$ cat src/verilog/cp0_defs.svh
`ifndef CP0_DEFS_SVH
`define CP0_DEFS_SVH

// coprocessor 0 register numbers
`define CP0_BADVADDR 5'd8
`define CP0_COUNT 5'd9
`define CP0_COMPARE 5'd11
`define CP0_STATUS 5'd12
`define CP0_CAUSE 5'd13
`define CP0_EPC 5'd14

// interrupts globally enabled out of reset
`define CP0_STATUS_RESET_IE 1'b1

// BEV is hardwired, only ever seen on reads
`define CP0_STATUS_BEV 32'h0040_0000

// branch sits one word before its delay slot
`define CP0_DSLOT_OFFSET 32'd4

`endif

$ cat src/verilog/cp0_word_pkg.sv
package cp0_word_pkg;

    // data or address word on the mtc0/mfc0 path
    typedef logic [31:0] cp0_word;

    // coprocessor register number, rd field of mtc0/mfc0
    typedef logic [4:0] cp0_idx;

    // external interrupt pins, level sensitive
    typedef logic [5:0] ext_int_vec;

endpackage

$ cat src/verilog/cp0_exc_pkg.sv
package cp0_exc_pkg;

    // Cause.ExcCode, pipeline hands over 6 bits and only 5 are kept
    typedef logic [4:0] exc_code;

    // IM / IP layout
    // bit 7 timer, bits 6..2 external, bits 1..0 software
    typedef logic [7:0] int_mask;

    // Cause.IP[1:0], written by mtc0 only
    typedef logic [1:0] sw_int;

endpackage

$ cat src/verilog/cp0_timer.sv
`timescale 1ns/1ps
`include "cp0_defs.svh"

module cp0_timer (
    input  logic                  clk,
    input  logic                  resetn,
    input  logic                  cp0_write,
    input  logic                  eret,
    input  logic                  exception,
    input  cp0_word_pkg::cp0_idx  cp0_idx,
    input  cp0_word_pkg::cp0_word cp0_wdata,
    output cp0_word_pkg::cp0_word count,
    output cp0_word_pkg::cp0_word compare,
    output logic                  timer_pending
);

    logic tick;
    logic compare_set;
    logic wr_ok;
    logic wr_count;
    logic wr_compare;
    logic match;

    // eret and exception win over mtc0
    assign wr_ok = cp0_write & ~eret & ~exception;
    assign wr_count = wr_ok && (cp0_idx == `CP0_COUNT);
    assign wr_compare = wr_ok && (cp0_idx == `CP0_COMPARE);

    assign match = compare_set && (count == compare);

    // count moves on every other edge
    always_ff @(posedge clk) begin
        if (!resetn) begin
            tick <= 1'b0;
        end else begin
            tick <= ~tick;
        end
    end

    always_ff @(posedge clk) begin
        if (!resetn) begin
            count <= '0;
        end else if (wr_count) begin
            count <= cp0_wdata;
        end else begin
            count <= count + {31'd0, tick};
        end
    end

    always_ff @(posedge clk) begin
        if (!resetn) begin
            compare <= '0;
            compare_set <= 1'b0;
        end else if (wr_compare) begin
            compare <= cp0_wdata;
            compare_set <= 1'b1;
        end
    end

    // sticky until the next Compare write
    always_ff @(posedge clk) begin
        if (!resetn) begin
            timer_pending <= 1'b0;
        end else if (wr_compare) begin
            timer_pending <= (count == cp0_wdata);
        end else begin
            timer_pending <= timer_pending | match;
        end
    end

    // a rise needs a written Compare equal to the Count of the edge before
    a_pending_needs_compare: assert property (
        @(posedge clk) disable iff (!resetn)
        $rose(timer_pending) |-> compare_set && (compare == $past(count))
    ) else $error("timer interrupt raised without a matching Compare write");

endmodule

$ cat src/verilog/cp0_irq.sv
`timescale 1ns/1ps

module cp0_irq (
    input  cp0_word_pkg::ext_int_vec ext_int,
    input  logic                     timer_pending,
    input  cp0_exc_pkg::sw_int       cause_sw,
    input  cp0_exc_pkg::int_mask     status_im,
    input  logic                     status_ie,
    input  logic                     status_exl,
    output cp0_exc_pkg::int_mask     int_pending,
    output logic                     interrupt
);

    cp0_exc_pkg::int_mask raw_src;
    cp0_exc_pkg::int_mask timer_src;
    cp0_exc_pkg::int_mask hw_src;
    cp0_exc_pkg::int_mask soft_src;
    logic                 int_enable;

    // timer shares IP7 with the top external pin, as on classic MIPS
    assign timer_src = {timer_pending, 7'b000_0000};
    assign hw_src = {ext_int, 2'b00};
    assign soft_src = {6'b00_0000, cause_sw};

    assign raw_src = timer_src | hw_src | soft_src;

    // only what IM lets through is reported as pending
    assign int_pending = raw_src & status_im;

    // nothing is taken while a handler is still running
    assign int_enable = status_ie & ~status_exl;

    assign interrupt = (|int_pending) & int_enable;

endmodule

$ cat src/verilog/cp0_regs.sv
`timescale 1ns/1ps
`include "cp0_defs.svh"

module cp0_regs (
    input  logic                  clk,
    input  logic                  resetn,
    input  logic                  cp0_write,
    input  logic                  eret,
    input  logic                  exception,
    input  logic                  in_delay_slot,
    input  logic                  is_bad_addr,
    input  cp0_word_pkg::cp0_idx  cp0_idx,
    input  cp0_word_pkg::cp0_word cp0_wdata,
    input  cp0_word_pkg::cp0_word exc_pc,
    input  cp0_word_pkg::cp0_word bad_addr,
    input  logic [5:0]            exc_code_in,
    input  cp0_word_pkg::cp0_word count,
    input  cp0_word_pkg::cp0_word compare,
    input  cp0_exc_pkg::int_mask  int_pending,
    output cp0_exc_pkg::int_mask  status_im,
    output logic                  status_ie,
    output logic                  status_exl,
    output cp0_exc_pkg::sw_int    cause_sw,
    output cp0_word_pkg::cp0_word epc,
    output cp0_word_pkg::cp0_word cp0_rdata
);

    cp0_word_pkg::cp0_word badvaddr;
    logic                  cause_bd;
    cp0_exc_pkg::int_mask  cause_ip;
    cp0_exc_pkg::exc_code  cause_exc;

    cp0_word_pkg::cp0_word status_val;
    cp0_word_pkg::cp0_word cause_val;

    // eret first, then exception, then mtc0
    always_ff @(posedge clk) begin
        if (!resetn) begin
            status_im <= '0;
            status_exl <= 1'b0;
            status_ie <= `CP0_STATUS_RESET_IE;
            cause_bd <= 1'b0;
            cause_exc <= '0;
            cause_sw <= '0;
            epc <= '0;
            badvaddr <= '0;
        end else if (eret) begin
            status_exl <= 1'b0;
        end else if (exception) begin
            if (is_bad_addr) begin
                badvaddr <= bad_addr;
            end
            cause_exc <= exc_code_in[4:0];
            // nested trap keeps the first return address
            if (!status_exl) begin
                if (in_delay_slot) begin
                    epc <= exc_pc - `CP0_DSLOT_OFFSET;
                    cause_bd <= 1'b1;
                end else begin
                    epc <= exc_pc;
                    cause_bd <= 1'b0;
                end
                status_exl <= 1'b1;
            end
        end else if (cp0_write) begin
            case (cp0_idx)
                `CP0_STATUS: begin
                    status_im <= cp0_wdata[15:8];
                    status_exl <= cp0_wdata[1];
                    status_ie <= cp0_wdata[0];
                end
                `CP0_CAUSE: begin
                    cause_sw <= cp0_wdata[9:8];
                end
                `CP0_EPC: begin
                    epc <= cp0_wdata;
                end
                default: begin
                end
            endcase
        end
    end

    // IP follows the combiner one cycle late
    always_ff @(posedge clk) begin
        if (!resetn) begin
            cause_ip <= '0;
        end else begin
            cause_ip <= int_pending;
        end
    end

    assign status_val = `CP0_STATUS_BEV | {16'h0000, status_im, 6'b00_0000, status_exl, status_ie};
    assign cause_val = {cause_bd, 15'h0000, cause_ip, 1'b0, cause_exc, 2'b00};

    always_comb begin
        case (cp0_idx)
            `CP0_BADVADDR: cp0_rdata = badvaddr;
            `CP0_COUNT:    cp0_rdata = count;
            `CP0_COMPARE:  cp0_rdata = compare;
            `CP0_STATUS:   cp0_rdata = status_val;
            `CP0_CAUSE:    cp0_rdata = cause_val;
            `CP0_EPC:      cp0_rdata = epc;
            default:       cp0_rdata = '0;
        endcase
    end

    // pipeline retires at most one of these per cycle
    a_eret_exc_exclusive: assert property (
        @(posedge clk) disable iff (!resetn)
        !(eret && exception)
    ) else $error("eret and exception asserted together");

    a_exc_sets_exl: assert property (
        @(posedge clk) disable iff (!resetn)
        exception |=> status_exl
    ) else $error("EXL not set after exception");

endmodule

$ cat src/verilog/cp0_top.sv
`timescale 1ns/1ps

module cp0_top (
    input  logic                     clk,
    input  logic                     resetn,
    input  logic                     cp0_write,
    input  cp0_word_pkg::cp0_idx     cp0_idx,
    input  cp0_word_pkg::cp0_word    cp0_wdata,
    input  logic                     exception,
    input  cp0_word_pkg::cp0_word    exc_pc,
    input  logic [5:0]               exc_code_in,
    input  logic                     in_delay_slot,
    input  logic                     is_bad_addr,
    input  cp0_word_pkg::cp0_word    bad_addr,
    input  logic                     eret,
    input  cp0_word_pkg::ext_int_vec ext_int,
    output cp0_word_pkg::cp0_word    cp0_rdata,
    output cp0_word_pkg::cp0_word    epc,
    output logic                     interrupt
);

    cp0_word_pkg::cp0_word count;
    cp0_word_pkg::cp0_word compare;
    logic                  timer_pending;
    cp0_exc_pkg::int_mask  status_im;
    logic                  status_ie;
    logic                  status_exl;
    cp0_exc_pkg::sw_int    cause_sw;
    cp0_exc_pkg::int_mask  int_pending;

    cp0_timer cp0_timer_inst (
        .clk           (clk),
        .resetn        (resetn),
        .cp0_write     (cp0_write),
        .eret          (eret),
        .exception     (exception),
        .cp0_idx       (cp0_idx),
        .cp0_wdata     (cp0_wdata),
        .count         (count),
        .compare       (compare),
        .timer_pending (timer_pending)
    );

    cp0_irq cp0_irq_inst (
        .ext_int       (ext_int),
        .timer_pending (timer_pending),
        .cause_sw      (cause_sw),
        .status_im     (status_im),
        .status_ie     (status_ie),
        .status_exl    (status_exl),
        .int_pending   (int_pending),
        .interrupt     (interrupt)
    );

    cp0_regs cp0_regs_inst (
        .clk           (clk),
        .resetn        (resetn),
        .cp0_write     (cp0_write),
        .eret          (eret),
        .exception     (exception),
        .in_delay_slot (in_delay_slot),
        .is_bad_addr   (is_bad_addr),
        .cp0_idx       (cp0_idx),
        .cp0_wdata     (cp0_wdata),
        .exc_pc        (exc_pc),
        .bad_addr      (bad_addr),
        .exc_code_in   (exc_code_in),
        .count         (count),
        .compare       (compare),
        .int_pending   (int_pending),
        .status_im     (status_im),
        .status_ie     (status_ie),
        .status_exl    (status_exl),
        .cause_sw      (cause_sw),
        .epc           (epc),
        .cp0_rdata     (cp0_rdata)
    );

endmodule

$ cat config.mk
export PLATFORM = sky130hd
export DESIGN_NAME = cp0_top
export DESIGN_NICKNAME = d
export VERILOG_FILES = /design/src/verilog/cp0_word_pkg.sv /design/src/verilog/cp0_exc_pkg.sv /design/src/verilog/cp0_timer.sv /design/src/verilog/cp0_irq.sv /design/src/verilog/cp0_regs.sv /design/src/verilog/cp0_top.sv
export VERILOG_INCLUDE_DIRS = /design/src /design/src/verilog
export SDC_FILE = /design/constraint.sdc
export NUM_CORES = 1
export LEC_CHECK = 0
export ABC_AREA = 1
export BUFFER_PORTS_ARGS = -buffer_cell sky130_fd_sc_hd__buf_2
export CAP_MARGIN = 20
export CORE_MARGIN = 1.5
export CORE_UTILIZATION = 51
export DETAILED_ROUTE_END_ITERATION = 6
export PLACE_DENSITY = 0.77
export SLEW_MARGIN = 10
export SYNTH_ARGS = -nofsm -noshare
export SYNTH_HDL_FRONTEND = slang
export SYNTH_SLANG_ARGS = --single-unit
export TNS_END_PERCENT = 50
$ cat constraint.sdc
create_clock -name clk -period 1.97 [get_ports clk]
set_clock_uncertainty 0.05 [all_clocks]
set_input_delay 0.4925 -clock clk [delete_from_list [all_inputs] [get_ports clk]]
set_output_delay 0.4925 -clock clk [all_outputs]
set_load 0.01 [all_outputs]
Word-level counts from Yosys, hierarchy flattened:

Index checks and enable logic that the tools add are counted.

* memories kept: 0
* memory bits (read-only): 0
* RAM bits: 0
* logic and storage cells: 65
* latch bits: 0
* register bits after elaboration: 157
* output and inout bits: 65
* input bits: 120

* mux-type cells: 12
* bitwise operators: 13
* $mul: 0
* reductions and logical operators: 15
* magnitude comparators: 0
* divide/modulo/power cells: 0
* shift-type cells: 0
* add/sub/neg operators: 2
* eq/ne operators: 9

Operators by type and width (number)
* 2-to-1 mux 32 bit: 6
* case mux 32 bit (6 select lines): 1
* equality test 32 bit: 2
* adder 32 x 1 -> 32 bit: 1
* subtractor 32 x 3 -> 32 bit, second input constant: 1
* equality test 5 x 4 -> 1 bit, second input constant: 6
* AND reduction 4 bit: 3
* AND 8 bit: 1
* bitwise OR 8 x 2 -> 8 bit: 1
* bitwise OR 8 bit: 1
* OR reduction 8 bit: 1
* AND reduction 3 bit: 2
* nonzero test 2 bit: 3
* 2-to-1 mux 1 bit: 5
* NOT 1 bit: 5
* AND 1 bit: 4
* AND reduction 2 bit: 2
* logical AND 1 bit: 3
* != test 2 bit, second input constant: 1
* OR reduction 2 bit: 1
* bitwise OR 1 bit: 1

Depth between registers and ports, before layout:

* depth after elaboration: 5
* depth in mapped cells: 13

Hierarchy:

From an unflattened synthesis, not the netlist that was laid out.

* cell total of the unflattened synthesis: 1478
* area total of the unflattened synthesis: 9524.1 sq um

Modules (own cells, without submodules)
* cp0_regs: seq. area each 1801.7 sq um, instances 1, area each 5087.4 sq um, cells each 776
* cp0_timer: seq. area each 1341.3 sq um, instances 1, area each 4330.4 sq um, cells each 676
* cp0_irq: seq. area each 0.0 sq um, instances 1, area each 106.4 sq um, cells each 26

Worst setup path after synthesis:

OpenSTA, ideal clock, no wires.

* path kind: input to output
* from: input cp0_idx[4]
* to: output cp0_rdata[2]
* cell stages on the path: 6
* data required time: 1.427 ns
* arrival: 1.520 ns
* path slack: -0.093 ns
* buffers on the path: 1
* cells stage by stage: nor2_1 -> nand2_1 -> nor2_1 -> inv_2 -> buf_2 -> o21ai_0

* cells in the longest elaborated chain, start to end: 2
* elaborated cells between the ends (all ways): 7
* classes of those cells: eq/ne (6); mux (1)

Ends and longest elaborated chain
* start: declaration: line cp0_top.sv:7 `input cp0_word_pkg::cp0_idx cp0_idx,`
* equality test 5 x 4 -> 1 bit: line cp0_regs.sv:97 `case (cp0_idx)`
* case mux 32 bit (6 select lines) (*): line cp0_regs.sv:97
* end: declaration: line cp0_top.sv:17 `output cp0_word_pkg::cp0_word cp0_rdata,`

Every way passes the cells marked *; elsewhere a longest branch is shown, timed or not.

Worst setup path after layout:

* from: input cp0_idx[1]
* to: output cp0_rdata[8]

Same word-level chain as after synthesis.

==> flow_summary.ini <==
[floorplanning]
die_area_sq_um = 19030
start_util_pct = 51.89
rows = 49
fp.coreArea_sq_um = 17900
die_w_microns = 138.0
ioPinCount = 185
die_h_microns = 138.0

[setup_path]
crit_arrival_ps = 1770
path_common_cell = buf_6
end_kind = output port
r2r_cells = 11
worstPathCellList = buf_6 -> inv_6 -> nand3_4 -> buf_6 -> nor2_4 -> clkinv_4 -> buf_6 -> nor2_1 -> a221oi_2 -> o211ai_1 -> buf_2
path_max_fanout = 6
crit_type = in -> out
crit_cells = 11
cp-start-kind = input pin
crit_slowest_cell = buf_2
cp_num_buf_inv = 6
crit_family = buffers and inverters
required_ps = 1430
max_stage_delay_ps = 190

[pwr]
p_leak_nw = 5.375
vdd_ir_drop_max_mv = 0.6456
pwr_density_cell_nw_per_um2 = 650.5

[synthesis]
avgSynthCellArea_sq_um = 6.732
yosysWarnings = 0
postSynthCellCount = 1380
synth-edff-count = 0
synth_fp_nets = 1503
ys_async_sr_fraction_pct = 0
synth-seq-area-share_pct = 33.83
synth_cell_type_count = 55
synth-main-ff-cell = dfxtp_1
synth-seq-cells = 157
synthesis.area_sq_um = 9290

[global_route]
grt_pass1_wl_mm = 49.38
track_usage_pct = 34.48
antenna_found_initial = 1
grt_start_max_net_pins = 70
first_global_vias = 9074
grt-ovfl-total = 0

[route]
avgRoutedWirePerCell_microns = 18.40
drc_errors = 0
vias = 10590
ant_nets = 0
drt-pass1-iter-count = 6
first_iter_violations = 1171
wl_mm = 33.71
vias_per_cell = 5.782

[worst_hold_path]
hp-class = in -> reg
whs_path_depth = 2

[timing]
finalCriticalPeriod_ps = 2317
slew_headroom_pct = 60.96
worst_pin_slew_ps = 584.8
setup_viol = 33
fin_ws_ps = -346.5
hold_viol = 0
fmax_mhz = 431.7
rsz0062_at_grt = yes
hold_ws_ps = 206.5
period_share_pct = 117.6
tns_ps = -9011
final_max_slew_viol_count = 0

[outcome]
status = finished with violations
violations = negative setup slack

[clocking]
h-tree-depth = 4
cts_hold_buf = 0
clk_latency_ps = 440
cts-root-buf = clkbuf_16
clk_pin_slew_worst_paths_ps = 70
clkSinkCount = 157
cts_buffers = 17
cts_tree = done
clk_path_buf_depth = 2

[place]
dp_hpwl_mm = 24.95
gp_congestion = 0.9693
placed_cells = 1788
port_buffers = 183

[run]
maxCapViolations = 0

[cells_and_area]
fin_nets = 1713
n_antenna_cell = 0
layout-drive-gt1-share_pct = 26.76
fin_cells = 1832
area_growth_syn_to_layout_pct = 29.60
final timing paths:
| kind | end | start | slack, ps |
|---|---|---|---|
| worst max-delay path | cp0_rdata[8] | cp0_idx[1] | -350 |
| worst min-delay path | cp0_regs_inst.status_exl | eret | 210 |
| worst max register to register | cp0_timer_inst.count[28] | cp0_timer_inst.count[0] | 110 |
| worst min register to register | cp0_timer_inst.tick | cp0_timer_inst.tick | 390 |
flip-flops by register name, summed over array words and instances, names as in the netlist, 2 cells and up:
name                     flops
cp0_regs_inst.cause_exc      5
cp0_regs_inst.epc           32
cp0_regs_inst.cause_ip       8
cp0_regs_inst.status_im      8
cp0_regs_inst.cause_sw       2
cp0_timer_inst.compare      32
cp0_regs_inst.badvaddr      32
cp0_timer_inst.count        32
where the power goes:
part | internal, mW | switching, mW
clock | 2.13 | 1.41
combinational | 0.356 | 0.571
sequential | 3.27 | 0.0939
total | 5.75 | 2.08
metrics by stage:
stage / setup slack (ps) / power (mW) / cell area [sq um] / util, %
2_1_floorplan: -31.09 / 3.825 / 9314 / -
3_3_place_gp: -400.9 / 4.255 / 10840 / 60.54
3_5_place_dp: -383.1 / 4.267 / 10840 / 60.54
4_1_cts: -279.3 / 7.778 / 11820 / 66.03
5_1_grt: -367.6 / 8.032 / 12040 / 67.26
6_report: -346.5 / 7.833 / 12040 / 67.26
final cells by class:
type / count / area, sq um
Fill cell: 1505 / 5862
Multi-Input combinational cell: 968 / 5487
Sequential cell: 157 / 3152
Timing Repair Buffer: 262 / 1779
Inverter: 184 / 713.2
Clock buffer: 19 / 432.9
Tap cell: 229 / 286.5
Clock inverter: 13 / 190.2
cell usage in the layout, fill, tap and decap left out, drive strengths merged, types with 20 or more instances in the layout:
master | synthesis | routed
buf | 40 | 262
nand2 | 257 | 257
inv | 182 | 184
dfxtp | 157 | 157
nor2 | 156 | 156
o21ai | 132 | 132
a21oi | 131 | 131
nand3 | 82 | 82
xor2 | 30 | 30
o211ai | 23 | 23
a22oi | 22 | 22
nand4 | 21 | 21
nor3 | 21 | 21
xnor2 | 20 | 20
cell usage after synthesis, types with 3 or more instances:
master    instances  area share [%]
o221ai_1         19             1.8
dfxtp_1         157              34
nand3_1          78             4.2
a22oi_1          22             1.8
nor2_2            9            0.61
inv_1           168             6.8
nand3_2           3            0.32
xor2_1           30             2.8
buf_6             5            0.61
nor2_4            9             1.1
xnor2_1          20             1.9
nor2_1          138             5.6
o211ai_1         23             1.9
nand2_2           5            0.34
nor3_2            3            0.32
o21ai_0         129             6.9
or2_2             7            0.47
ha_1              3            0.40
inv_2            13            0.53
clkbuf_2          3            0.16
clkbuf_1         28             1.1
buf_1             4            0.16
buf_4             5            0.40
o22ai_1           4            0.27
a21oi_1         131             7.1
nor3_1           16            0.86
buf_2            26             1.4
a31oi_1           5            0.34
nand2_1         251              10
nand4_1          19             1.3
o21bai_1          5            0.40
a221oi_1         10            0.94
layer usage:
| metal | GRT usage, % | vias to the layer above | part of all wire (%) |
|---|---|---|---|
| met2 | 51.11 | 620 | 43 |
| met5 | 0 | - | 0.021 |
| met4 | 11.52 | 2 | 2.6 |
| li1 | - | 5009 | - |
| met3 | 6.762 | 79 | 12 |
| met1 | 49.86 | 4882 | 42 |
what timing repair did:
| item | in CTS | in global routing |
|---|---|---|
| pin swaps | 11 | 15 |
| resized for setup | 75 | 48 |
| buffers inserted | 8 | 5 |
| endpoints found under the setup margin | 33 | 35 |
logic make-up after synthesis:
| logic type | Yosys count | share of synthesized area (%) |
|---|---|---|
| AND/OR/NAND/NOR | 552 | 27.04 |
| AO/OA/AOI/OAI | 363 | 22.68 |
| buffers and inverters | 255 | 11.33 |
| flip-flops | 157 | 33.83 |
| XOR/XNOR | 50 | 4.714 |
| adder cells (fa/ha/maj) | 3 | 0.4041 |
No activity file was read; power rests on OpenSTA's default activity.
